[config.mk]
export PLATFORM = sky130hd
export DESIGN_NAME = rf_addr_gen
export DESIGN_NICKNAME = d
export VERILOG_FILES = /design/src/logic/dmr_cfg_pkg.sv /design/src/logic/recovery_pkg.sv /design/src/logic/rf_addr_gen.sv
export SDC_FILE = /design/constraint.sdc
export NUM_CORES = 1
export LEC_CHECK = 0
export ABC_AREA = 1
export BUFFER_PORTS_ARGS = -buffer_cell sky130_fd_sc_hd__buf_2
export CAP_MARGIN = 20
export CORE_AREA = 2 2 39 41
export DETAILED_ROUTE_END_ITERATION = 12
export DIE_AREA = 0 0 41 43
export GPL_ROUTABILITY_DRIVEN = 0
export REMOVE_ABC_BUFFERS = 1
export SYNTH_ARGS = -nofsm -noshare
export SYNTH_HDL_FRONTEND = slang
export SYNTH_SLANG_ARGS = --single-unit
[constraint.sdc]
create_clock -name clk_i -period 1.9 [get_ports clk_i]
set_input_delay 0.095 -clock clk_i [delete_from_list [all_inputs] [get_ports clk_i]]
set_output_delay 0.095 -clock clk_i [all_outputs]
set_load 0.05 [all_outputs]
[src/logic/dmr_cfg_pkg.sv]
// pair count must be a power of two; register count is fixed at two to the address width
package dmr_cfg_pkg;

  // lockstep core pairs checked by this subsystem
  localparam int unsigned NumGroups = 4;

  // bits needed to index one pair
  localparam int unsigned GroupIdxWidth = $clog2(NumGroups);

  // register file geometry of one core
  localparam int unsigned RfAddrWidth = 5;
  localparam int unsigned RfDataWidth = 32;

  // every address is populated, replay covers all of them
  localparam int unsigned NumRegs = 1 << RfAddrWidth;

endpackage : dmr_cfg_pkg

[src/logic/recovery_pkg.sv]
// types only; widths follow dmr_cfg_pkg, which must be compiled first
package recovery_pkg;

  // register address as seen by cores and replay bus
  typedef logic [dmr_cfg_pkg::RfAddrWidth-1:0] rf_addr_t;

  // one architectural register word
  typedef logic [dmr_cfg_pkg::RfDataWidth-1:0] rf_data_t;

  // index of a core pair
  typedef logic [dmr_cfg_pkg::GroupIdxWidth-1:0] group_idx_t;

  // recovery routine steps
  // no pc or csr restore in this version
  typedef enum logic [2:0] {
    IDLE,
    RESET,
    HALT_REQ,
    HALT_WAIT,
    RESTORE_RF,
    RESUME
  } recovery_state_e;

endpackage : recovery_pkg

[src/logic/rf_addr_gen.sv]
// address sits at zero while disabled and holds at the last one if enable stays high
`timescale 1ns/1ps

module rf_addr_gen (
  input  logic                   clk_i,
  input  logic                   rst_ni,
  input  logic                   enable_i,
  output recovery_pkg::rf_addr_t addr_o,
  output logic                   done_o
);

  import dmr_cfg_pkg::*;
  import recovery_pkg::*;

  localparam rf_addr_t LastAddr = rf_addr_t'(NumRegs - 1);

  rf_addr_t addr_q;
  rf_addr_t addr_d;

  always_comb begin
    addr_d = addr_q;
    if (!enable_i) begin
      // ready at zero for the next sweep
      addr_d = '0;
    end else if (addr_q != LastAddr) begin
      addr_d = addr_q + rf_addr_t'(1);
    end
  end

  always_ff @(posedge clk_i, negedge rst_ni) begin
    if (!rst_ni) begin
      addr_q <= '0;
    end else begin
      addr_q <= addr_d;
    end
  end

  assign addr_o = addr_q;
  // last address while sweeping
  assign done_o = enable_i && (addr_q == LastAddr);

endmodule : rf_addr_gen

==> results_dict.tcl, run 1 <==
set metrics [dict create \
    status "complete, no violations" \
    die_y_um 43 \
    cts_tree "done" \
    cts.htree.levels 1 \
    antenna_left 0 \
    synth-simple-area-share 0.254 \
    report.final.slew_viol_count 0 \
    cts-root-buf "clkbuf_4" \
    rows 14 \
    tightest_slew_ps 250 \
    post_cts.repair.setup_buffers 0 \
    antenna_found_initial 0 \
    cts_buffer_depth 2 \
    cts_buffers 3 \
    cts.sinks 5 \
    grt_max_degree 7 \
    reg2reg_from "addr_o[0]" \
    synth_cell_types 13 \
    netlist_area_um2 267 \
    rsz0062_at_grt "false" \
    dp_hpwl_um 451 \
    path_cells "ha_1, inv_1, nor2_1, ha_1, nand2_2, inv_2, buf_2" \
    min_from "enable_i" \
    die_x_um 41 \
    syn_area_per_cell_um2 8.08 \
    worstHoldPathCells 3 \
    io_pins 9 \
    min_period_ps 1710 \
    end_kind "output port" \
    grt_overflow 0 \
    avgViaCountPerCell 4.06 \
    dr.pass1.iters 2 \
    crit_slowest_cell "dfrtp_1" \
    dieArea_um2 1760 \
    layout.nets 52 \
    cp_num_buf_inv 3 \
    numPortBuffers 8 \
    post_drt_wl_per_cell_um 7.69 \
    cp.required_ps 1800 \
    timing.critical_path.from "addr_o[0]" \
    path_depth 7 \
    clk_latency_ps 230 \
    grt_pass1_wl_um 828 \
    ys_ff_latch 5 \
    routed-via-count 252 \
    seq_area_frac_synth 0.469 \
    min_path_type "in -> reg" \
    mostFrequentLayoutCells "nand2_1, buf_2, dfrtp_1, inv_1, nor2_1" \
    drt-initial-drc-count 1 \
    powerDensity_nw_per_um2 1300 \
    worstSetupStartpointType "register" \
    grt_use_total 0.0758 \
    critPathMaxStageDelay_ps 410 \
    initial_utilization 0.193 \
    path_common_cell "ha_1" \
    synth_fa_ha_area_frac 0.0939 \
    ff2ff_path_depth 9 \
    maxSlewHeadroom 0.834 \
    power.total_uw 473 \
    diodes 0 \
    cts_resized 0 \
    crit_type "reg -> out" \
    hold_violations 0 \
    synth_compound_area_frac 0.113 \
    wl_um 477 \
    final_util 0.262 \
    syn_inst 33 \
    fmax_mhz 584 \
    power.leakage_uw 0.000213 \
    fin_tns_setup_ps 0 \
    clk_pin_slew_ps 40 \
    synth_warnings 0 \
    period_share 0.901 \
    worstPathMaxFanout 6 \
    maxCapViolCount 0 \
    synthXorXnorAreaFrac 0 \
    cp.arrival_ps 1620 \
    largest_register_ffs 5 \
    grt_pass1_vias 231 \
    syn2layout_area_growth_pct 36.2 \
    crit_family "flip-flops" \
    skew_ps 0.256 \
    synth_top_family_by_area "simple AND/OR/NAND/NOR gates" \
    coreArea_um2 1380 \
    setup_viol 0 \
    irDropWorstVdd_mv 0.309 \
    drc 0 \
    muxShareOfSynthArea 0 \
    layout-drive-gt1-share 0.283 \
]
==> cell families (layout without fill, tap and decap cells) <==
logic type	after synthesis	count (layout)
simple gates	16	16
compound gates	5	5
flops	5	5
buf+inv	5	18
fa+ha+maj	2	2
==> through the flow <==
| step | worst slack, ps | hold slack (ps) | instances | cell area (um2) |
|---|---|---|---|---|
| detailed placement | 419 | -85.8 | 57 | 327 |
| global placement | 431 | -88.8 | 57 | 327 |
| CTS | 161 | 131 | 62 | 363 |
| finish | 188 | 138 | 62 | 363 |
| floorplan | 60.8 | -201 | 33 | 267 |
| global route | 69.0 | 159 | 62 | 363 |
==> power breakdown <==
part           switching [uW]  internal [uW]
sequential               30.2            134
combinational             140           51.5
clock                    37.7           79.0
total                     208            265
==> layout make-up <==
class | instances | area [um2]
clock buffer | 4 | 26.3
fill | 156 | 1020
inverter | 5 | 18.8
multi-input combinational | 23 | 123
sequential | 5 | 125
tap | 16 | 20.0
timing repair buffer | 9 | 50.0
==> synthesized netlist by cell type (all sizes together) <==
master	number	area (um2)
nand3	2	10.0
inv	5	18.8
nand4	1	6.26
nand2	9	36.3
o21bai	1	7.51
ha	2	25.0
dfrtp	5	125
a21boi	1	7.51
a21oi	2	10.0
nor2	4	15.0
o21ai	1	5.00
==> worst paths after layout <==
kind / slack, ps / end
setup / recovery: 190 / done_o
hold / removal: 140 / addr_o[3]
setup reg to reg: 470 / addr_o[2]
hold reg to reg: 500 / addr_o[4]
max in group asynchronous: 1580 / addr_o[0]
min in group asynchronous: 190 / addr_o[3]
==> routing by layer <==
layer / up-vias / GRT usage / share of wire
li1: 133 / - / -
met1: 115 / 0.0656 / 0.37
met2: 4 / 0.116 / 0.57
met3: 0 / 0.0157 / 0.063
met4: 0 / 0.100 / 0
met5: - / 0 / 0
==> worst reg2reg max path, cell delays in order, from the launching register on <==
cell and delay [ps]:
dfrtp_1 420, ha_1 230, inv_1 70, nor2_1 50, ha_1 190, nand2_2 110, inv_2 60, o21bai_1 120
o21ai_1 80, inv_1 50
==> timing repair <==
item	CTS	global route
hold buffers	1	0
endpoints found under the hold margin	5	0
endpoints found under the setup margin	0	0
Power figures use the tool's default switching activity.
==> run 2: changes to the inputs <==
--- a/config.mk
+++ b/config.mk
@@ -5,7 +5,6 @@
 export SDC_FILE = /design/constraint.sdc
 export NUM_CORES = 1
 export LEC_CHECK = 0
-export ABC_AREA = 1
 export BUFFER_PORTS_ARGS = -buffer_cell sky130_fd_sc_hd__buf_2
 export CAP_MARGIN = 20
 export CORE_AREA = 2 2 39 41
==> run 2 against run 1 <==
Net effect: total power decreased by 39%; routed wire length increased by 5.5%; first-iteration DRC count stayed put; count of clock-buffer cells in the layout stayed put; maximum frequency shrank 2.9%; worst setup slack lost 52 ps; combinational power decreased by 78%.
==> results_dict.tcl, run 2 <==
set metrics [dict create \
    layout.nets 40 \
    synth_common_cells "dfrtp_1, and2_1, xnor2_1" \
    dp_hpwl_um 366 \
    grt_max_degree 7 \
    ys_ff_latch 5 \
    post_drt_wl_per_cell_um 10.1 \
    diodes 0 \
    crit_family "flip-flops" \
    netlist_area_um2 282 \
    final_util 0.268 \
    r2r_end "addr_o[3]" \
    post_cts.repair.setup_buffers 0 \
    layout.cells.non_filler 50 \
    power.switching_uw 81.3 \
    cts.htree.levels 1 \
    mostFrequentLayoutCells "buf_2, and2_1, dfrtp_1, xnor2_1, clkbuf_4" \
    hold_end "addr_o[3]" \
    power.share.clock 0.430 \
    seqPwrFrac 0.420 \
    numPortBuffers 8 \
    power.leakage_uw 0.000208 \
    dpl.cell_count 45 \
    cp.required_ps 1800 \
    synth_cell_types 10 \
    coreArea_um2 1380 \
    dieArea_um2 1760 \
    ff2ff_path_depth 6 \
    cts_buffers 3 \
    r2r_slack_ps 290 \
    wl_um 503 \
    yosysTopAreaCell "dfrtp_1" \
    synth-edff-count 0 \
    path_cells "ha_1, and3_1, ha_2, and2_1, buf_2" \
    cp_num_buf_inv 1 \
    irDropWorstVdd_mv 0.336 \
    die_y_um 43 \
    status "complete, no violations" \
    report.final.slew_viol_count 0 \
    fin_tns_setup_ps 0 \
    worstSetupStartpointType "register" \
    clk_pin_slew_ps 40 \
    hold_violations 0 \
    maxSlewHeadroom 0.835 \
    fmax_mhz 567 \
    maxCapViolCount 0 \
    setup_viol 0 \
    io_pins 9 \
    cts_buffer_depth 2 \
    rows 14 \
    final_common_cell "buf_2" \
    intPower_uw 206 \
    largest_register_ffs 5 \
    antenna_left 0 \
    grt_pass1_wl_um 862 \
    cts_tree "done" \
    combPwrFrac 0.150 \
    synthTopCellsByArea "dfrtp_1, xnor2_1, and2_1, ha_1, nand4b_4" \
    min_from "enable_i" \
    drt-initial-drc-count 1 \
    dr.pass1.iters 2 \
    worstPathMaxFanout 6 \
    worstHoldPathCells 2 \
    routed-via-count 190 \
    synthMostInstantiatedCell "dfrtp_1" \
    clk_latency_ps 240 \
    cts-root-buf "clkbuf_4" \
    rsz0062_at_grt "false" \
    skew_ps 2.93 \
    critPathMaxStageDelay_ps 440 \
    synth_warnings 0 \
    min_period_ps 1760 \
    crit_slowest_cell "dfrtp_2" \
    initial_utilization 0.203 \
    reg2reg_from "addr_o[0]" \
    end_kind "output port" \
    syn_inst 22 \
    async_flop_share 1.00 \
    synth_top_flop_cell "dfrtp_1" \
    syn2layout_area_growth_pct 31.6 \
    avgViaCountPerCell 3.80 \
    powerDensity_nw_per_um2 776 \
    syn_area_per_cell_um2 12.8 \
    period_share 0.928 \
    crit_type "reg -> out" \
    grt_overflow 0 \
    antenna_found_initial 0 \
    layout-drive-gt1-share 0.412 \
    drc 0 \
    grt_use_total 0.0875 \
    grt_pass1_vias 186 \
    tightest_slew_ps 250 \
    cts.sinks 5 \
    seq_area_frac_synth 0.444 \
    die_x_um 41 \
    synth_top_area_frac 0.444 \
    cp.arrival_ps 1670 \
    sw_frac_of_total 0.283 \
    min_path_type "in -> reg" \
]
==> run 2: changes by cell type in the layout (fill, tap and decap cells not counted), moves of 2 or more <==
cell / change
a21oi_1: -2
and2_1: +4
inv_1: -4
mux2i_1: +2
nand2_1: -8
nand3_1: -2
nor2_1: -4
nor2b_1: +2
xnor2_1: +3
==> run 2: final cells by class <==
cell class	instances	area (um2)
sequential	5	126
multi-input combinational	16	148
tap	16	20.0
clock buffer	4	26.3
timing repair buffer	9	50.0
fill	144	1010
==> run 2: worst max-delay path by stage <==
stage	startpoint	slack, ps	depth (start not counted)	endpoint
after floorplan	addr_o[0]	-30	6	addr_o[3]
after global placement	addr_o[0]	200	6	addr_o[3]
after detailed placement	addr_o[0]	190	6	addr_o[3]
after CTS	addr_o[0]	20	5	done_o
after global routing	addr_o[1]	40	5	done_o
final	addr_o[0]	140	5	done_o
==> run 2: what timing repair did <==
action,CTS,global route
resized for setup,0,2
endpoints found under the hold margin,5,0
hold buffers,1,0
setup endpoints to repair,0,1
==> run 2: stage by stage <==
step,worst slack [ps],area (um2),total power (uW),hold WS [ps]
final,136,370,287,136
after global routing,36.3,370,313,130
after CTS,22.0,367,296,123
after detailed placement,189,330,164,-80.3
after global placement,202,330,164,-83.1
after floorplan,-25.4,270,151,-201
==> run 2: cells by family (layout without fill, tap and decap cells) <==
| logic type | count (synthesis) | count (layout) | share of synthesized area |
|---|---|---|---|
| DFF | 5 | 5 | 0.444 |
| muxes | 2 | 2 | 0.0711 |
| buffers and inverters | 1 | 13 | 0.0400 |
| adders and majority gates | 2 | 2 | 0.0889 |
| and+or+nand+nor | 9 | 9 | 0.262 |
| xor gates and xnor gates | 3 | 3 | 0.0934 |
==> run 2: layer usage <==
layer,global-route usage,vias to the layer above,routed length [um]
met5,0,-,0
met4,0.0600,0,0
met3,0.0942,0,73
met2,0.0938,13,182
met1,0.0971,82,247
li1,-,95,-
==> run 2: worst reg2reg max path, stage by stage (launching register included) <==
cell	delay, ps
dfrtp_2	440
ha_1	220
and3_1	180
ha_2	220
nand4b_4	180
xnor2_1	120
and2_1	150
==> run 2: power groups by stage <==
stage               logic (uW)  registers, uW  clock network [uW]
floorplan                 11.3            140                   0
global placement          42.0            122                   0
detailed placement        42.0            122                   0
CTS                       43.7            121                 132
global route              47.5            122                 143
finish                    43.1            121                 124
