<file path="src/logic/dmr_cfg_pkg.sv">
// pair count must be a power of two; register count is fixed at two to the address width
package dmr_cfg_pkg;

  // lockstep core pairs checked by this subsystem
  localparam int unsigned NumGroups = 4;

  // bits needed to index one pair
  localparam int unsigned GroupIdxWidth = $clog2(NumGroups);

  // register file geometry of one core
  localparam int unsigned RfAddrWidth = 5;
  localparam int unsigned RfDataWidth = 32;

  // every address is populated, replay covers all of them
  localparam int unsigned NumRegs = 1 << RfAddrWidth;

endpackage : dmr_cfg_pkg

</file>
<file path="src/logic/recovery_pkg.sv">
// types only; widths follow dmr_cfg_pkg, which must be compiled first
package recovery_pkg;

  // register address as seen by cores and replay bus
  typedef logic [dmr_cfg_pkg::RfAddrWidth-1:0] rf_addr_t;

  // one architectural register word
  typedef logic [dmr_cfg_pkg::RfDataWidth-1:0] rf_data_t;

  // index of a core pair
  typedef logic [dmr_cfg_pkg::GroupIdxWidth-1:0] group_idx_t;

  // recovery routine steps
  // no pc or csr restore in this version
  typedef enum logic [2:0] {
    IDLE,
    RESET,
    HALT_REQ,
    HALT_WAIT,
    RESTORE_RF,
    RESUME
  } recovery_state_e;

endpackage : recovery_pkg

</file>
<file path="src/logic/dmr_error_arbiter.sv">
// takes one error at a time; later errors are lost until clear_i, highest pair wins ties
`timescale 1ns/1ps

module dmr_error_arbiter (
  input  logic                                 clk_i,
  input  logic                                 rst_ni,
  input  logic       [dmr_cfg_pkg::NumGroups-1:0] rf_err_a_i,
  input  logic       [dmr_cfg_pkg::NumGroups-1:0] rf_err_b_i,
  input  logic       [dmr_cfg_pkg::NumGroups-1:0] core_err_main_i,
  input  logic       [dmr_cfg_pkg::NumGroups-1:0] core_err_data_i,
  input  logic                                 clear_i,
  output logic                                 start_o,
  output recovery_pkg::group_idx_t             group_o,
  output logic       [dmr_cfg_pkg::NumGroups-1:0] error_o
);

  import dmr_cfg_pkg::*;
  import recovery_pkg::*;

  logic [NumGroups-1:0] err_any;
  group_idx_t           err_idx;
  logic                 pending_q;
  logic                 start_q;
  group_idx_t           group_q;

  // one flag per pair from all four checkers
  assign err_any = rf_err_a_i | rf_err_b_i | core_err_main_i | core_err_data_i;
  assign error_o = err_any;

  // ascending scan, last hit is the highest pair
  always_comb begin
    err_idx = '0;
    for (int g = 0; g < NumGroups; g++) begin
      if (err_any[g]) begin
        err_idx = group_idx_t'(g);
      end
    end
  end

  always_ff @(posedge clk_i, negedge rst_ni) begin
    if (!rst_ni) begin
      pending_q <= 1'b0;
      start_q   <= 1'b0;
      group_q   <= '0;
    end else begin
      // single cycle pulse
      start_q <= 1'b0;
      if (clear_i) begin
        // routine done, arm for next error
        pending_q <= 1'b0;
      end else if (!pending_q && |err_any) begin
        pending_q <= 1'b1;
        start_q   <= 1'b1;
        group_q   <= err_idx;
      end
    end
  end

  assign start_o = start_q;
  // held stable for the whole routine
  assign group_o = group_q;

endmodule : dmr_error_arbiter

</file>
<file path="config.mk">
export PLATFORM = sky130hd
export DESIGN_NAME = dmr_error_arbiter
export DESIGN_NICKNAME = d
export VERILOG_FILES = /design/src/logic/dmr_cfg_pkg.sv /design/src/logic/recovery_pkg.sv /design/src/logic/dmr_error_arbiter.sv
export SDC_FILE = /design/constraint.sdc
export NUM_CORES = 1
export LEC_CHECK = 0
export BUFFER_PORTS_ARGS = -buffer_cell sky130_fd_sc_hd__clkbuf_2
export CORE_AREA = 2 2 39 41
export DETAILED_ROUTE_END_ITERATION = 10
export DIE_AREA = 0 0 41 43
export PLACE_DENSITY_LB_ADDON = 0.05
export SLEW_MARGIN = 20
export SYNTH_ARGS = -nofsm -noshare
export SYNTH_HDL_FRONTEND = slang
export SYNTH_SLANG_ARGS = --single-unit
</file>
<file path="constraint.sdc">
create_clock -name clk_i -period 1 [get_ports clk_i]
set_input_delay 0.2 -clock clk_i [delete_from_list [all_inputs] [get_ports clk_i]]
set_output_delay 0.2 -clock clk_i [all_outputs]
set_load 0.02 [all_outputs]
</file>
==> impl_metrics.env, run 1 <==
export IMPL_cts_buffers_inserted=3
export IMPL_synth_cells=20
export IMPL_violations="setup timing"
export IMPL_grtUsageTotal_pct=10.2
export IMPL_hpwl_microns=546
export IMPL_hold_path_class="in2reg"
export IMPL_htreeDepth=1
export IMPL_slew_violations=0
export IMPL_ios=26
export IMPL_critPathKind="in2out"
export IMPL_totalPowerFinal_mw=0.530
export IMPL_setup_violations=8
export IMPL_clock_path_buffers=2
export IMPL_antenna_left=0
export IMPL_drt_iter0_markers=0
export IMPL_worst_slack_ns=-0.215
export IMPL_dieArea_sq_mm=0.00176
export IMPL_status="finished, violations left"
export IMPL_nNetsFinal=76
export IMPL_hold_viol_final=0
export IMPL_syn_num_nets=39
export IMPL_diodes=0
export IMPL_max_slew_margin_rel_pct=82.7
export IMPL_whs_ns=0.152
export IMPL_tightest_slew_ns=0.259
export IMPL_yosys_area_top_type_share_pct=44.7
export IMPL_grt_pass1_wl_microns=1170
export IMPL_ys_types=13
export IMPL_critPathMaxFanout=2
export IMPL_grt_max_degree=5
export IMPL_core_area_sq_mm=0.00138
export IMPL_p_per_area_mw_per_mm2=1010
export IMPL_routed_via_density=4.27
export IMPL_yosysWarnings=0
export IMPL_synth_edf_count=0
export IMPL_root_buffer="clkbuf_4"
export IMPL_dr_total_vias=303
export IMPL_end_kind="primary output"
export IMPL_drive_gt1_share_pct=72.7
export IMPL_syn_area_sq_um=224
export IMPL_rsz0062_at_grt="true"
export IMPL_worstSkewPairLatency_ns=0.23
export IMPL_antenna_found_initial=0
export IMPL_finClkSkew_ns=0.00448
export IMPL_drcViolationCount=0
export IMPL_startpoint_type="input port"
export IMPL_wl_microns=670
export IMPL_synth_flop_cell="dfrtp_1"
export IMPL_num_rows=14
export IMPL_synth_seq_area_share_pct=44.7
export IMPL_maxCapViolations=0
export IMPL_p_leak_nw=0.271
export IMPL_synthTopCellsByArea="dfrtp_1, or4_4, nor4_4, a21bo_1, o21ai_1"
export IMPL_ir_drop_mv=0.245
export IMPL_synth_async_sr_flop_share_pct=100
export IMPL_syn_to_final_growth_pct=134
export IMPL_period_minus_slack_ns=1.21
export IMPL_grt_ovfl_total=0
export IMPL_die_x_microns=41
export IMPL_fin_crit_sh_pct=121
export IMPL_syn_avg_cell_area_sq_um=11.2
export IMPL_portBuffers=25
export IMPL_grt_pass1_vias=332
export IMPL_yosysMostFrequentCell="dfrtp_1"
export IMPL_synth_top_area_cell="dfrtp_1"
export IMPL_die_height_microns=43
export IMPL_initial_core_util_pct=16.2
export IMPL_fmax_mhz=823
export IMPL_cts_sinks=4
export IMPL_tritoncts="built"
export IMPL_cp_data_required_time_ns=0.80
export IMPL_gp_congestion=0.686
export IMPL_synth_top_cells_by_count="dfrtp_1, or4_4, inv_1, o21ai_1"
export IMPL_synth_ff_latch_count=4
export IMPL_wl_per_cell_microns=9.44
export IMPL_clk_transition_reported_paths_ns=0.04
export IMPL_drt_pass1_iter_count=1
export IMPL_crit_arrival_ns=1.01
## sequential cells by signal (all words and copies together) (netlist names)
signal     flops
pending_q      1
group_o        2
start_o        1
## worst paths after layout
path | startpoint | to | slack (ns) | cells past startpoint
max | core_err_main_i[3] | error_o[3] | -0.21 | 3
min | clear_i | pending_q | 0.15 | 2
max reg2reg | pending_q | group_o[0] | -0.03 | 3
min reg2reg | group_o[0] | group_o[0] | 0.50 | 1
max in group asynchronous | rst_ni | group_o[1] | 0.57 | 2
min in group asynchronous | rst_ni | start_o | 0.30 | 2
## power by group
| part | total [mW] | leakage (nW) | switching [mW] | internal, mW |
|---|---|---|---|---|
| clock network | 0.198 | 0.0138 | 0.0639 | 0.134 |
| logic | 0.148 | 0.210 | 0.0641 | 0.0843 |
| registers | 0.183 | 0.0472 | 0.00667 | 0.177 |
| total | 0.530 | 0.271 | 0.135 | 0.395 |
## worst max-delay path, stage by stage
cell	delay [ns]
buf_6	0.09
or4_4	0.55
clkbuf_8	0.17
## cell usage in the layout, fill, tap and decap left out
cell type,count
nor2_1,1
clkbuf_4,3
nor3_1,1
a21bo_1,1
nor4_4,2
o21ai_2,1
o21ai_1,1
or4_4,3
buf_4,6
buf_8,1
dfrtp_1,4
a21oi_1,1
inv_1,2
a21o_1,1
o21ai_0,1
a22o_1,1
clkbuf_2,18
buf_6,4
clkbuf_8,1
buf_12,1
dlygate4sd3_1,1
## logic make-up after synthesis
kind of cell           after synthesis  share of synthesized area (%)
buffers and inverters                2                           3.35
AND/OR/NAND/NOR                      7                           31.3
flip-flops                           4                           44.7
AO/OA/AOI/OAI                        7                           20.7
## timing repair
action	in CTS	in global routing
setup buffers	3	1
gates resized for setup	4	13
pin swaps	4	2
hold buffers	1	0
setup endpoints to repair	8	9
endpoints found under the hold margin	4	0
## per-layer routing
| metal | wire, microns | global-route usage [%] |
|---|---|---|
| met3 | 86 | 4.71 |
| met4 | 10 | 8.00 |
| met1 | 238 | 11.9 |
| met2 | 334 | 13.8 |
| met5 | 0 | 0 |
## stage by stage
stage	instance area [sq um]	util [%]	instances	setup TNS [ns]	setup WS (ns)
2_1_floorplan	224	-	20	-1.12	-0.305
3_3_place_gp	384	27.8	63	-2.24	-0.377
3_5_place_dp	384	27.8	63	-2.30	-0.414
4_1_cts	475	34.4	70	-1.30	-0.227
5_1_grt	524	37.9	71	-1.55	-0.235
6_report	524	37.9	71	-1.27	-0.215
## layout make-up
| type | count | area (sq um) |
|---|---|---|
| sequential | 4 | 100 |
| multi-input combinational | 14 | 135 |
| timing repair buffer | 32 | 239 |
| inverter | 2 | 7.51 |
| clock buffer | 3 | 22.5 |
| fill | 152 | 860 |
| tap | 16 | 20.0 |
(Power assumes the default switching activity.)
==> run 2, diff against run 1 <==
--- a/config.mk
+++ b/config.mk
@@ -7,8 +7,10 @@
 export LEC_CHECK = 0
 export BUFFER_PORTS_ARGS = -buffer_cell sky130_fd_sc_hd__clkbuf_2
 export CORE_AREA = 2 2 39 41
+export CTS_CLUSTER_DIAMETER = 100
 export DETAILED_ROUTE_END_ITERATION = 10
 export DIE_AREA = 0 0 41 43
+export GPL_TIMING_DRIVEN = 0
 export PLACE_DENSITY_LB_ADDON = 0.05
 export SLEW_MARGIN = 20
 export SYNTH_ARGS = -nofsm -noshare
==> impl_metrics.env, run 2 (synthesis results as in run 1) <==
export IMPL_drt_pass1_iter_count=2
export IMPL_grt_pass1_wl_microns=931
export IMPL_p_leak_nw=0.256
export IMPL_critPathKind="in2out"
export IMPL_regArea_sq_um=100
export IMPL_startpoint_type="input port"
export IMPL_fmax_mhz=827
export IMPL_end_kind="primary output"
export IMPL_fin_area_sq_um=503
export IMPL_drt_iter0_markers=1
export IMPL_drcViolationCount=0
export IMPL_hold_depth=2
export IMPL_worst_slack_ns=-0.210
export IMPL_placed_area_sq_um=369
export IMPL_grt_ovfl_total=0
export IMPL_die_height_microns=43
export IMPL_fin_crit_sh_pct=121
export IMPL_cts_buffers_inserted=3
export IMPL_num_fill_cells=147
export IMPL_hpwl_microns=515
export IMPL_maxCapViolations=0
export IMPL_worstSkewPairLatency_ns=0.23
export IMPL_wl_per_cell_microns=9.41
export IMPL_dieArea_sq_mm=0.00176
export IMPL_hold_path_class="in2reg"
export IMPL_root_buffer="clkbuf_4"
export IMPL_violations="setup timing"
export IMPL_htreeDepth=1
export IMPL_combPwrFrac_pct=26.0
export IMPL_num_rows=14
export IMPL_reg2reg_depth=3
export IMPL_drive_gt1_share_pct=75.0
export IMPL_die_x_microns=41
export IMPL_ir_drop_mv=0.223
export IMPL_dr_total_vias=281
export IMPL_clkPwrFrac_pct=38.3
export IMPL_finClkSkew_ns=0.00266
export IMPL_diodes=0
export IMPL_grt_pass1_vias=272
export IMPL_initial_core_util_pct=16.2
export IMPL_slew_violations=0
export IMPL_wl_microns=640
export IMPL_power_share_sequential_pct=35.8
export IMPL_crit_arrival_ns=1.01
export IMPL_routed_via_density=4.13
export IMPL_tightest_slew_ns=0.282
export IMPL_rsz0062_at_grt="true"
export IMPL_nNetsFinal=73
export IMPL_p_int_mw=0.383
export IMPL_period_minus_slack_ns=1.21
export IMPL_hold_viol_final=0
export IMPL_mostFrequentLayoutCells="clkbuf_2, dfrtp_1, or4_4, clkbuf_4, buf_8"
export IMPL_antenna_found_initial=0
export IMPL_multi_input_area_sq_um=140
export IMPL_core_area_sq_mm=0.00138
export IMPL_switching_share_pct=25.8
export IMPL_portBuffers=25
export IMPL_ios=26
export IMPL_setup_violations=7
export IMPL_layout_commonest_cell="clkbuf_2"
export IMPL_clock_path_buffers=2
export IMPL_grtUsageTotal_pct=7.92
export IMPL_critPathMaxFanout=4
export IMPL_whs_ns=0.156
export IMPL_largest_register_ffs=2
export IMPL_switching_power_mw=0.133
export IMPL_cts_sinks=4
export IMPL_tritoncts="built"
export IMPL_syn_to_final_growth_pct=125
export IMPL_grt_max_degree=5
export IMPL_cp_data_required_time_ns=0.80
export IMPL_antenna_left=0
export IMPL_p_per_area_mw_per_mm2=1030
export IMPL_status="finished, violations left"
export IMPL_max_slew_margin_rel_pct=81.1
export IMPL_clk_transition_reported_paths_ns=0.04
export IMPL_gp_congestion=0.659
run 2: final timing paths:
kind | end | startpoint | slack, ns
setup / recovery | error_o[1] | core_err_data_i[1] | -0.21
hold / removal | start_o | clear_i | 0.16
setup reg to reg | group_o[1] | pending_q | -0.06
hold reg to reg | start_o | pending_q | 0.46
max in group asynchronous | group_o[1] | rst_ni | 0.57
min in group asynchronous | start_o | rst_ni | 0.30
run 2: final cells by class:
| type | count | area share (%) |
|---|---|---|
| Clock buffer | 3 | 4.48 |
| Inverter | 2 | 1.49 |
| Multi-Input combinational cell | 14 | 27.9 |
| Sequential cell | 4 | 19.9 |
| Tap cell | 16 | 3.98 |
| Timing Repair Buffer | 29 | 42.3 |
run 2: critical path, cell delays in order:
cell and delay, ns:
clkbuf_2 0.08, or4_4 0.57, buf_8 0.16
run 2: routing by layer:
metal | vias to the layer above | share of wire [%] | GRT usage, %
met3 | 0 | 11 | 1.57
met2 | 17 | 53 | 12.5
met1 | 120 | 36 | 7.67
li1 | 144 | - | -
met4 | 0 | 0 | 8.00
met5 | - | 0 | 0
run 2: power groups by stage:
stage	Clock, mW	Combinational [mW]	Sequential, mW
finish	0.198	0.134	0.185
global placement	0	0.103	0.186
detailed placement	0	0.105	0.187
floorplan	0	0.0331	0.200
global route	0.211	0.145	0.187
CTS	0.207	0.123	0.184
run 2: repair_timing:
| action | in CTS | in global routing |
|---|---|---|
| gates resized for setup | 7 | 13 |
| hold endpoints to repair | 4 | 0 |
| pin swaps | 5 | 4 |
| hold buffers | 1 | 0 |
| setup endpoints to repair | 8 | 8 |
| buffers inserted | 3 | 0 |
| gates cloned | 0 | 0 |
run 2: through the flow:
| step | power (mW) | utilization, % | setup WS, ns | TNS, ns | instances |
|---|---|---|---|---|---|
| 2_1_floorplan | 0.234 | - | -0.305 | -1.12 | 20 |
| 3_3_place_gp | 0.290 | 26.7 | -0.385 | -2.25 | 61 |
| 3_5_place_dp | 0.291 | 26.7 | -0.401 | -2.28 | 61 |
| 4_1_cts | 0.514 | 33.9 | -0.229 | -1.26 | 68 |
| 5_1_grt | 0.542 | 36.3 | -0.231 | -1.40 | 68 |
| 6_report | 0.516 | 36.3 | -0.210 | -1.22 | 68 |
