==> src/logic/dmr_cfg_pkg.sv <==
// pair count must be a power of two; register count is fixed at two to the address width
package dmr_cfg_pkg;

  // lockstep core pairs checked by this subsystem
  localparam int unsigned NumGroups = 4;

  // bits needed to index one pair
  localparam int unsigned GroupIdxWidth = $clog2(NumGroups);

  // register file geometry of one core
  localparam int unsigned RfAddrWidth = 5;
  localparam int unsigned RfDataWidth = 32;

  // every address is populated, replay covers all of them
  localparam int unsigned NumRegs = 1 << RfAddrWidth;

endpackage : dmr_cfg_pkg

==> src/logic/recovery_pkg.sv <==
// types only; widths follow dmr_cfg_pkg, which must be compiled first
package recovery_pkg;

  // register address as seen by cores and replay bus
  typedef logic [dmr_cfg_pkg::RfAddrWidth-1:0] rf_addr_t;

  // one architectural register word
  typedef logic [dmr_cfg_pkg::RfDataWidth-1:0] rf_data_t;

  // index of a core pair
  typedef logic [dmr_cfg_pkg::GroupIdxWidth-1:0] group_idx_t;

  // recovery routine steps
  // no pc or csr restore in this version
  typedef enum logic [2:0] {
    IDLE,
    RESET,
    HALT_REQ,
    HALT_WAIT,
    RESTORE_RF,
    RESUME
  } recovery_state_e;

endpackage : recovery_pkg

==> src/logic/dmr_recovery_ctrl.sv <==
// one pair at a time; group_i must hold until clear_o, halt wait has no timeout
`timescale 1ns/1ps

module dmr_recovery_ctrl (
  input  logic                                 clk_i,
  input  logic                                 rst_ni,
  input  logic                                 start_i,
  input  recovery_pkg::group_idx_t             group_i,
  input  logic [dmr_cfg_pkg::NumGroups-1:0]    debug_rsp_i,
  input  recovery_pkg::rf_addr_t               gen_addr_i,
  input  logic                                 gen_done_i,
  output logic                                 clear_o,
  output logic                                 gen_enable_o,
  output logic [dmr_cfg_pkg::NumGroups-1:0]    core_rstn_o,
  output logic [dmr_cfg_pkg::NumGroups-1:0]    core_clk_en_o,
  output logic [dmr_cfg_pkg::NumGroups-1:0]    instr_lock_o,
  output logic [dmr_cfg_pkg::NumGroups-1:0]    debug_req_o,
  output logic [dmr_cfg_pkg::NumGroups-1:0]    recover_o,
  output logic                                 restore_we_o,
  output recovery_pkg::rf_addr_t               restore_addr_o,
  output logic                                 busy_o
);

  import dmr_cfg_pkg::*;
  import recovery_pkg::*;

  recovery_state_e      state_q;
  recovery_state_e      state_d;
  logic [NumGroups-1:0] lock_q;
  logic [NumGroups-1:0] lock_d;
  logic [NumGroups-1:0] recover_q;
  logic [NumGroups-1:0] recover_d;

  // next state
  always_comb begin
    state_d = state_q;
    case (state_q)
      IDLE: begin
        if (start_i) begin
          state_d = RESET;
        end
      end
      // single cycle reset pulse
      RESET: begin
        state_d = HALT_REQ;
      end
      HALT_REQ: begin
        state_d = HALT_WAIT;
      end
      // latency set by the debug module
      HALT_WAIT: begin
        if (debug_rsp_i[group_i]) begin
          state_d = RESTORE_RF;
        end
      end
      // generator paces the sweep
      RESTORE_RF: begin
        if (gen_done_i) begin
          state_d = RESUME;
        end
      end
      RESUME: begin
        state_d = IDLE;
      end
      default: begin
        state_d = IDLE;
      end
    endcase
  end

  // lock and recover updates
  always_comb begin
    lock_d    = lock_q;
    recover_d = recover_q;
    case (state_q)
      // fetch locked from the cycle after reset
      RESET: begin
        lock_d[group_i] = 1'b1;
      end
      // recover up on entry to restore
      HALT_WAIT: begin
        if (debug_rsp_i[group_i]) begin
          recover_d[group_i] = 1'b1;
        end
      end
      // both low throughout resume
      RESTORE_RF: begin
        if (gen_done_i) begin
          lock_d[group_i]    = 1'b0;
          recover_d[group_i] = 1'b0;
        end
      end
      default: begin
        lock_d    = lock_q;
        recover_d = recover_q;
      end
    endcase
  end

  always_ff @(posedge clk_i, negedge rst_ni) begin
    if (!rst_ni) begin
      state_q   <= IDLE;
      lock_q    <= '0;
      recover_q <= '0;
    end else begin
      state_q   <= state_d;
      lock_q    <= lock_d;
      recover_q <= recover_d;
    end
  end

  // per pair pulses, only the faulty pair is touched
  always_comb begin
    core_rstn_o   = '1;
    core_clk_en_o = '1;
    debug_req_o   = '0;
    if (state_q == RESET) begin
      core_rstn_o[group_i]   = 1'b0;
      core_clk_en_o[group_i] = 1'b0;
    end
    if (state_q == HALT_REQ) begin
      debug_req_o[group_i] = 1'b1;
    end
  end

  assign instr_lock_o = lock_q;
  assign recover_o    = recover_q;

  // replay bus, one register per cycle
  assign gen_enable_o   = (state_q == RESTORE_RF);
  assign restore_we_o   = (state_q == RESTORE_RF);
  assign restore_addr_o = gen_addr_i;

  // releases the arbiter
  assign clear_o = (state_q == RESUME);
  assign busy_o  = (state_q != IDLE);

endmodule : dmr_recovery_ctrl

==> config.mk <==
export PLATFORM = sky130hd
export DESIGN_NAME = dmr_recovery_ctrl
export DESIGN_NICKNAME = d
export VERILOG_FILES = /design/src/logic/dmr_cfg_pkg.sv /design/src/logic/recovery_pkg.sv /design/src/logic/dmr_recovery_ctrl.sv
export SDC_FILE = /design/constraint.sdc
export NUM_CORES = 1
export LEC_CHECK = 0
export BUFFER_PORTS_ARGS = -buffer_cell sky130_fd_sc_hd__buf_2
export CAP_MARGIN = 20
export CORE_MARGIN = 4
export CORE_UTILIZATION = 41
export DETAILED_ROUTE_END_ITERATION = 12
export PLACE_DENSITY = 0.78
export SLEW_MARGIN = 20
export SYNTH_ARGS = -nofsm -noshare
export SYNTH_HDL_FRONTEND = slang
export SYNTH_SLANG_ARGS = --single-unit
==> constraint.sdc <==
create_clock -name clk_i -period 1.5 [get_ports clk_i]
set_input_delay 0 -clock clk_i [delete_from_list [all_inputs] [get_ports clk_i]]
set_output_delay 0 -clock clk_i [all_outputs]
set_load 0.01 [all_outputs]
==> flow_metrics.tcl, run 1 <==
set metrics [dict create \
    status "complete, no violations" \
    ys_seq_elements 11 \
    cts-root-buf "clkbuf_4" \
    via_count 711 \
    cap_violations 0 \
    path_cells "inv_2, nor3_2, nand3_1, buf_2" \
    synth.most_common_cell "dfrtp_1" \
    synthFlopType "dfrtp_1" \
    worst_ep_arrival_time_ns 1.42 \
    die_h_um 49.08 \
    p_seq_frac 0.401 \
    ir_worst_vdd_uv 523.5 \
    gp_congestion 0.9142 \
    critPathTopFamily "flip-flops" \
    start_util 0.4438 \
    synth_fp_nets 97 \
    grt_pass1_vias 674 \
    post-route-period-util 0.9446 \
    fin_skew_ns 0.001403 \
    grt_max_degree 13 \
    grt_pass1_wl_um 2987 \
    wl_per_cell_um 14.85 \
    slew_headroom 0.8010 \
    slowest_stage "dfrtp_2" \
    clock_sinks 11 \
    hp-class "input port to output pin" \
    final_max_slew_viol_count 0 \
    crit_fanout 9 \
    fp.dieW_um 49.08 \
    synth-seq-area-share 0.3978 \
    drc 0 \
    dieArea_sq_um 2409 \
    firstDrtPassIters 4 \
    finish.utilization 0.5441 \
    reg2reg_from "state_q[1]" \
    worstMarginPinSlew_ns 0.2977 \
    core-area_sq_um 1559 \
    reg2reg_depth 3 \
    power_leakage_nw 0.3683 \
    final_nets 123 \
    cts_tree "yes" \
    grt_use_total 0.1595 \
    hold_violations 0 \
    dpl.hpwl_um 1393 \
    synthArstFlopShare 1.000 \
    clkTransAtPathRegs_ns 0.07 \
    period_minus_slack_ns 1.417 \
    path_buf_inv 2 \
    syn2layout_area_growth_pct 22.60 \
    yosys-top-cells-count "11 x dfrtp_1, 10 x buf_4, 8 x nand2_1, 8 x o21ai_0, 6 x nor2_1" \
    syn_inst 82 \
    worstHoldEndpoint "restore_addr_o[4]" \
    critPathKind "register to output pin" \
    setup_violations 0 \
    swShare 0.4420 \
    critPathMaxStageDelay_ns 0.46 \
    synth_area_leaders "dfrtp_1 40%, buf_4 11%, o21ai_0 5.8%, nand2_1 4.3%, o31ai_1 4.3%" \
    p_comb_frac 0.435 \
    antenna_found_initial 0 \
    antennaDiodeCount 0 \
    cts_buffers 3 \
    port_buffers 33 \
    start_kind "register" \
    fin_area_sq_um 848.3 \
    hold_depth 0 \
    netlist.area_leader.share 0.3978 \
    worstPathRequired_ns 1.50 \
    routed_wl_um 1826 \
    cp-end-kind "output pin" \
    fin_tns_setup_ns 0 \
    clock_path_buffers 2 \
    cts_max_level 1 \
    p_sw_w 0.0005641 \
    drt_iter0_markers 21 \
    yosys_warnings 0 \
    ys_types 25 \
    via_per_inst 5.780 \
    powerDensity_nw_per_um2 1504 \
    fmax_mhz 705.8 \
    synth_area_leader_cell "dfrtp_1" \
    rsz0062_at_grt "true" \
    insertion_delay_ns 0.27 \
    ff2ff_setup_slack_ns 0.17 \
    place_area_sq_um 780.7 \
    clkPwrFrac 0.164 \
    ios 44 \
    p_int_w 0.0007120 \
    rows 14 \
    drive_gt1_frac 0.4019 \
    overflow 0 \
    synth-edff-count 0 \
    netlist_area_sq_um 691.9 \
    avgSynthCellArea_sq_um 8.438 \
    antenna_left 0 \
    worstHoldStart "gen_addr_i[4]" \
]
[layout by cell type, fill, tap and decap left out, types with 2 or more instances in the layout]
cell	count
a21oi_1	3
a31oi_1	2
buf_2	33
clkbuf_4	3
dfrtp_1	10
dlygate4sd3_1	3
inv_2	2
nand2_1	8
nand2b_1	2
nand3_1	4
nor2_1	6
nor2b_1	2
nor3_1	2
nor3_2	2
o21ai_0	8
o31ai_1	4
[logic make-up (layout without fill, tap and decap cells)]
kind of cell,count (synthesis),count (layout),share of synthesized area
muxes,1,1,0.03255
AOI/OAI and AO/OA,22,22,0.1989
and+or+nand+nor,30,30,0.2152
DFF,11,11,0.3978
buffers and inverters,18,43,0.1555
[metal layers]
layer | up-vias | wire length (um) | GRT usage
li1 | 330 | - | -
met1 | 340 | 739 | 0.1841
met2 | 41 | 936 | 0.2723
met3 | 0 | 150 | 0.06422
met4 | 0 | 0 | 0.03791
met5 | - | 0 | 0
[power groups by stage]
stage | sequential (W) | clock, W | combinational [W]
detailed placement | 0.000499 | 0 | 0.000540
global route | 0.000532 | 0.000237 | 0.000617
global placement | 0.000492 | 0 | 0.000535
floorplan | 0.000450 | 0 | 0.000438
finish | 0.000512 | 0.000209 | 0.000556
CTS | 0.000502 | 0.000216 | 0.000553
[through the flow]
stage,total power (W),setup WS (ns),hold slack (ns),instances
2_1_floorplan,0.0008879,0.2596,-0.2956,82
3_3_place_gp,0.001027,0.1447,-0.1179,116
3_5_place_dp,0.001039,0.1141,-0.1139,116
4_1_cts,0.001270,0.03413,0.00007494,123
5_1_grt,0.001385,-0.01438,0.00001501,123
6_report,0.001276,0.08317,0.000004435,123
[cell type report]
class | instances | area [sq um]
clock buffer | 4 | 26.28
sequential | 11 | 276.5
tap | 16 | 20.02
timing repair buffer | 36 | 195.2
inverter | 3 | 11.26
multi-input combinational | 53 | 319.1
fill | 146 | 710.7
[worst max-delay path by stage]
stage | start | endpoint | slack, ns | cells past startpoint
finish | state_q[0] | core_rstn_o[3] | 0.08 | 4
detailed placement | state_q[0] | core_clk_en_o[3] | 0.11 | 4
floorplan | state_q[0] | core_rstn_o[3] | 0.26 | 5
global route | state_q[0] | core_rstn_o[3] | -0.01 | 4
global placement | state_q[0] | core_clk_en_o[3] | 0.14 | 4
CTS | state_q[0] | debug_req_o[0] | 0.03 | 4
[timing repair]
action                     in CTS  in global routing
setup buffers                   0                  0
setup endpoints to repair       8                 14
hold buffers                    3                  0
resized for setup               2                  3
pin swaps                       0                  0
hold endpoints to repair       13                  0
Power figures use the tool's default switching activity.
==> inputs of run 2 (changes only) <==
--- a/config.mk
+++ b/config.mk
@@ -8,9 +8,10 @@
 export BUFFER_PORTS_ARGS = -buffer_cell sky130_fd_sc_hd__buf_2
 export CAP_MARGIN = 20
 export CORE_MARGIN = 4
-export CORE_UTILIZATION = 41
+export CORE_UTILIZATION = 37
 export DETAILED_ROUTE_END_ITERATION = 12
-export PLACE_DENSITY = 0.78
+export GPL_TIMING_DRIVEN = 0
+export PLACE_DENSITY = 0.74
 export SLEW_MARGIN = 20
 export SYNTH_ARGS = -nofsm -noshare
 export SYNTH_HDL_FRONTEND = slang
==> constraint.sdc (replaced) <==
create_clock -name clk_i -period 1.29 [get_ports clk_i]
set_input_delay 0 -clock clk_i [delete_from_list [all_inputs] [get_ports clk_i]]
set_output_delay 0 -clock clk_i [all_outputs]
set_load 0.01 [all_outputs]
==> flow_metrics.tcl, run 2 (synthesis gave the netlist of run 1 again) <==
set metrics [dict create \
    status "finished with violations" \
    violations "negative setup slack" \
    p_comb_frac 0.662 \
    ir_worst_vdd_uv 1130 \
    final_cells 168 \
    fp.dieW_um 51.25 \
    syn2layout_area_growth_pct 86.08 \
    hold_depth 3 \
    final_common_cell "buf_2" \
    start_kind "register" \
    finish.utilization 0.7376 \
    gp_congestion 0.8321 \
    worst_ep_arrival_time_ns 1.53 \
    core-area_sq_um 1745 \
    cts_tree "yes" \
    setup_violations 24 \
    rsz0062_at_grt "true" \
    critPathKind "register to output pin" \
    port_buffers 38 \
    cp-end-kind "output pin" \
    rows 15 \
    cts_buffers 3 \
    clkTransAtPathRegs_ns 0.08 \
    grt_max_degree 12 \
    final.setup.worst_slack_ns -0.2396 \
    routed_wl_um 2756 \
    final_max_slew_viol_count 0 \
    grt_use_met2 0.2876 \
    post-route-period-util 1.186 \
    grt_pass1_wl_um 3456 \
    swShare 0.4236 \
    p_int_w 0.001352 \
    clock_path_buffers 2 \
    slew_headroom 0.6874 \
    clkPwrFrac 0.103 \
    worstPathRequired_ns 1.29 \
    final_nets 159 \
    antenna_left 0 \
    dpl.hpwl_um 1450 \
    cts_max_level 1 \
    fin_skew_ns 0.005782 \
    cap_violations 0 \
    p_seq_frac 0.235 \
    use_met1 0.2292 \
    overflow 0 \
    cts-root-buf "clkbuf_4" \
    mostFrequentLayoutCells "33 x buf_2, 18 x buf_4, 14 x buf_6, 10 x dfrtp_1, 8 x nand2_1" \
    grtUsageMet3 0.03207 \
    via_per_inst 5.399 \
    power_leakage_nw 0.5767 \
    p_sw_w 0.0009935 \
    antenna_found_initial 0 \
    top_usage_layer "met2" \
    via_count 907 \
    reg2reg_depth 6 \
    worstMarginPinSlew_ns 0.4689 \
    ff2ff_setup_slack_ns -0.21 \
    start_util 0.3964 \
    worstSetupStartpoint "state_q[0]" \
    antennaDiodeCount 0 \
    insertion_delay_ns 0.27 \
    worstHoldStart "debug_rsp_i[3]" \
    die_h_um 51.25 \
    ios 44 \
    dieArea_sq_um 2626 \
    hold_violations 0 \
    powerDensity_nw_per_um2 1822 \
    clock_sinks 11 \
    period_minus_slack_ns 1.530 \
    drc 0 \
    grt_use_total 0.1756 \
    drive_gt1_frac 0.6294 \
    fill_cells 124 \
    hp-class "input port to register" \
    wl_per_cell_um 16.40 \
    fmax_mhz 653.8 \
    crit_fanout 4 \
    grt_pass1_vias 773 \
    reg2reg_from "state_q[1]" \
    drt_iter0_markers 24 \
    place_inst 145 \
    firstDrtPassIters 5 \
]
[run 2: changes by cell type in the layout (fill, tap and decap cells not counted), sizes merged]
cell         previous run  this run
buf                    33        66
clkbuf                  4         6
clkinvlp                0         2
dlygate4sd3             3         4
inv                     3         1
[run 2: timing repair]
action | in CTS | in global routing
hold buffers | 3 | 1
buffers inserted | 6 | 10
resized for setup | 14 | 33
pin swaps | 2 | 10
endpoints found under the hold margin | 13 | 1
endpoints found under the setup margin | 22 | 24
[run 2: metrics by stage]
step	power [W]	worst slack [ns]	setup TNS, ns	hold WS (ns)	area, sq um
2_1_floorplan	0.001032	0.04962	0	-0.2956	691.9
3_3_place_gp	0.001291	-0.1618	-0.7716	-0.1189	913.4
3_5_place_dp	0.001303	-0.1497	-0.7840	-0.1055	913.4
4_1_cts	0.001805	-0.1284	-0.8859	0.02042	1077
5_1_grt	0.002494	-0.3410	-5.099	0.02869	1287
6_report	0.002345	-0.2396	-3.115	0.02716	1287
[run 2: cell type report]
type	count	area [sq um]	share of cell area
inverters	3	18.77	0.01458
repair buffers	58	412.9	0.3207
well taps	25	31.28	0.02430
multi-input cells	53	409.1	0.3178
clock buffers	4	26.28	0.02041
flip-flops and latches	11	276.5	0.2148
plain buffers	14	112.6	0.08746
[run 2: power groups by stage]
| stage | Combinational, W | Sequential [W] | Clock [W] |
|---|---|---|---|
| 5_1_grt | 0.00166 | 0.000563 | 0.000273 |
| 3_3_place_gp | 0.000789 | 0.000502 | 0 |
| 3_5_place_dp | 0.000798 | 0.000505 | 0 |
| 6_report | 0.00155 | 0.000550 | 0.000242 |
| 4_1_cts | 0.00104 | 0.000517 | 0.000247 |
| 2_1_floorplan | 0.000509 | 0.000523 | 0 |
[run 2: worst max-delay path by stage]
stage / end / slack [ns] / depth (start not counted)
finish: debug_req_o[0] / -0.24 / 7
floorplan: core_rstn_o[3] / 0.05 / 5
CTS: core_rstn_o[3] / -0.13 / 6
global route: debug_req_o[0] / -0.34 / 7
global placement: core_rstn_o[3] / -0.16 / 6
detailed placement: core_rstn_o[3] / -0.15 / 6
[run 2: per-layer routing]
| layer | part of all wire | up-vias |
|---|---|---|
| met2 | 0.53 | 55 |
| met1 | 0.36 | 439 |
| met4 | 0.034 | 0 |
| met5 | 0 | - |
| li1 | - | 400 |
| met3 | 0.069 | 13 |
[run 2: critical path, stage by stage (launching register included)]
cell        delay (ns)
dfrtp_1           0.38
buf_6             0.13
clkinvlp_4        0.11
buf_4             0.12
buf_6             0.10
nand3_4           0.08
nor3_2            0.17
buf_2             0.17
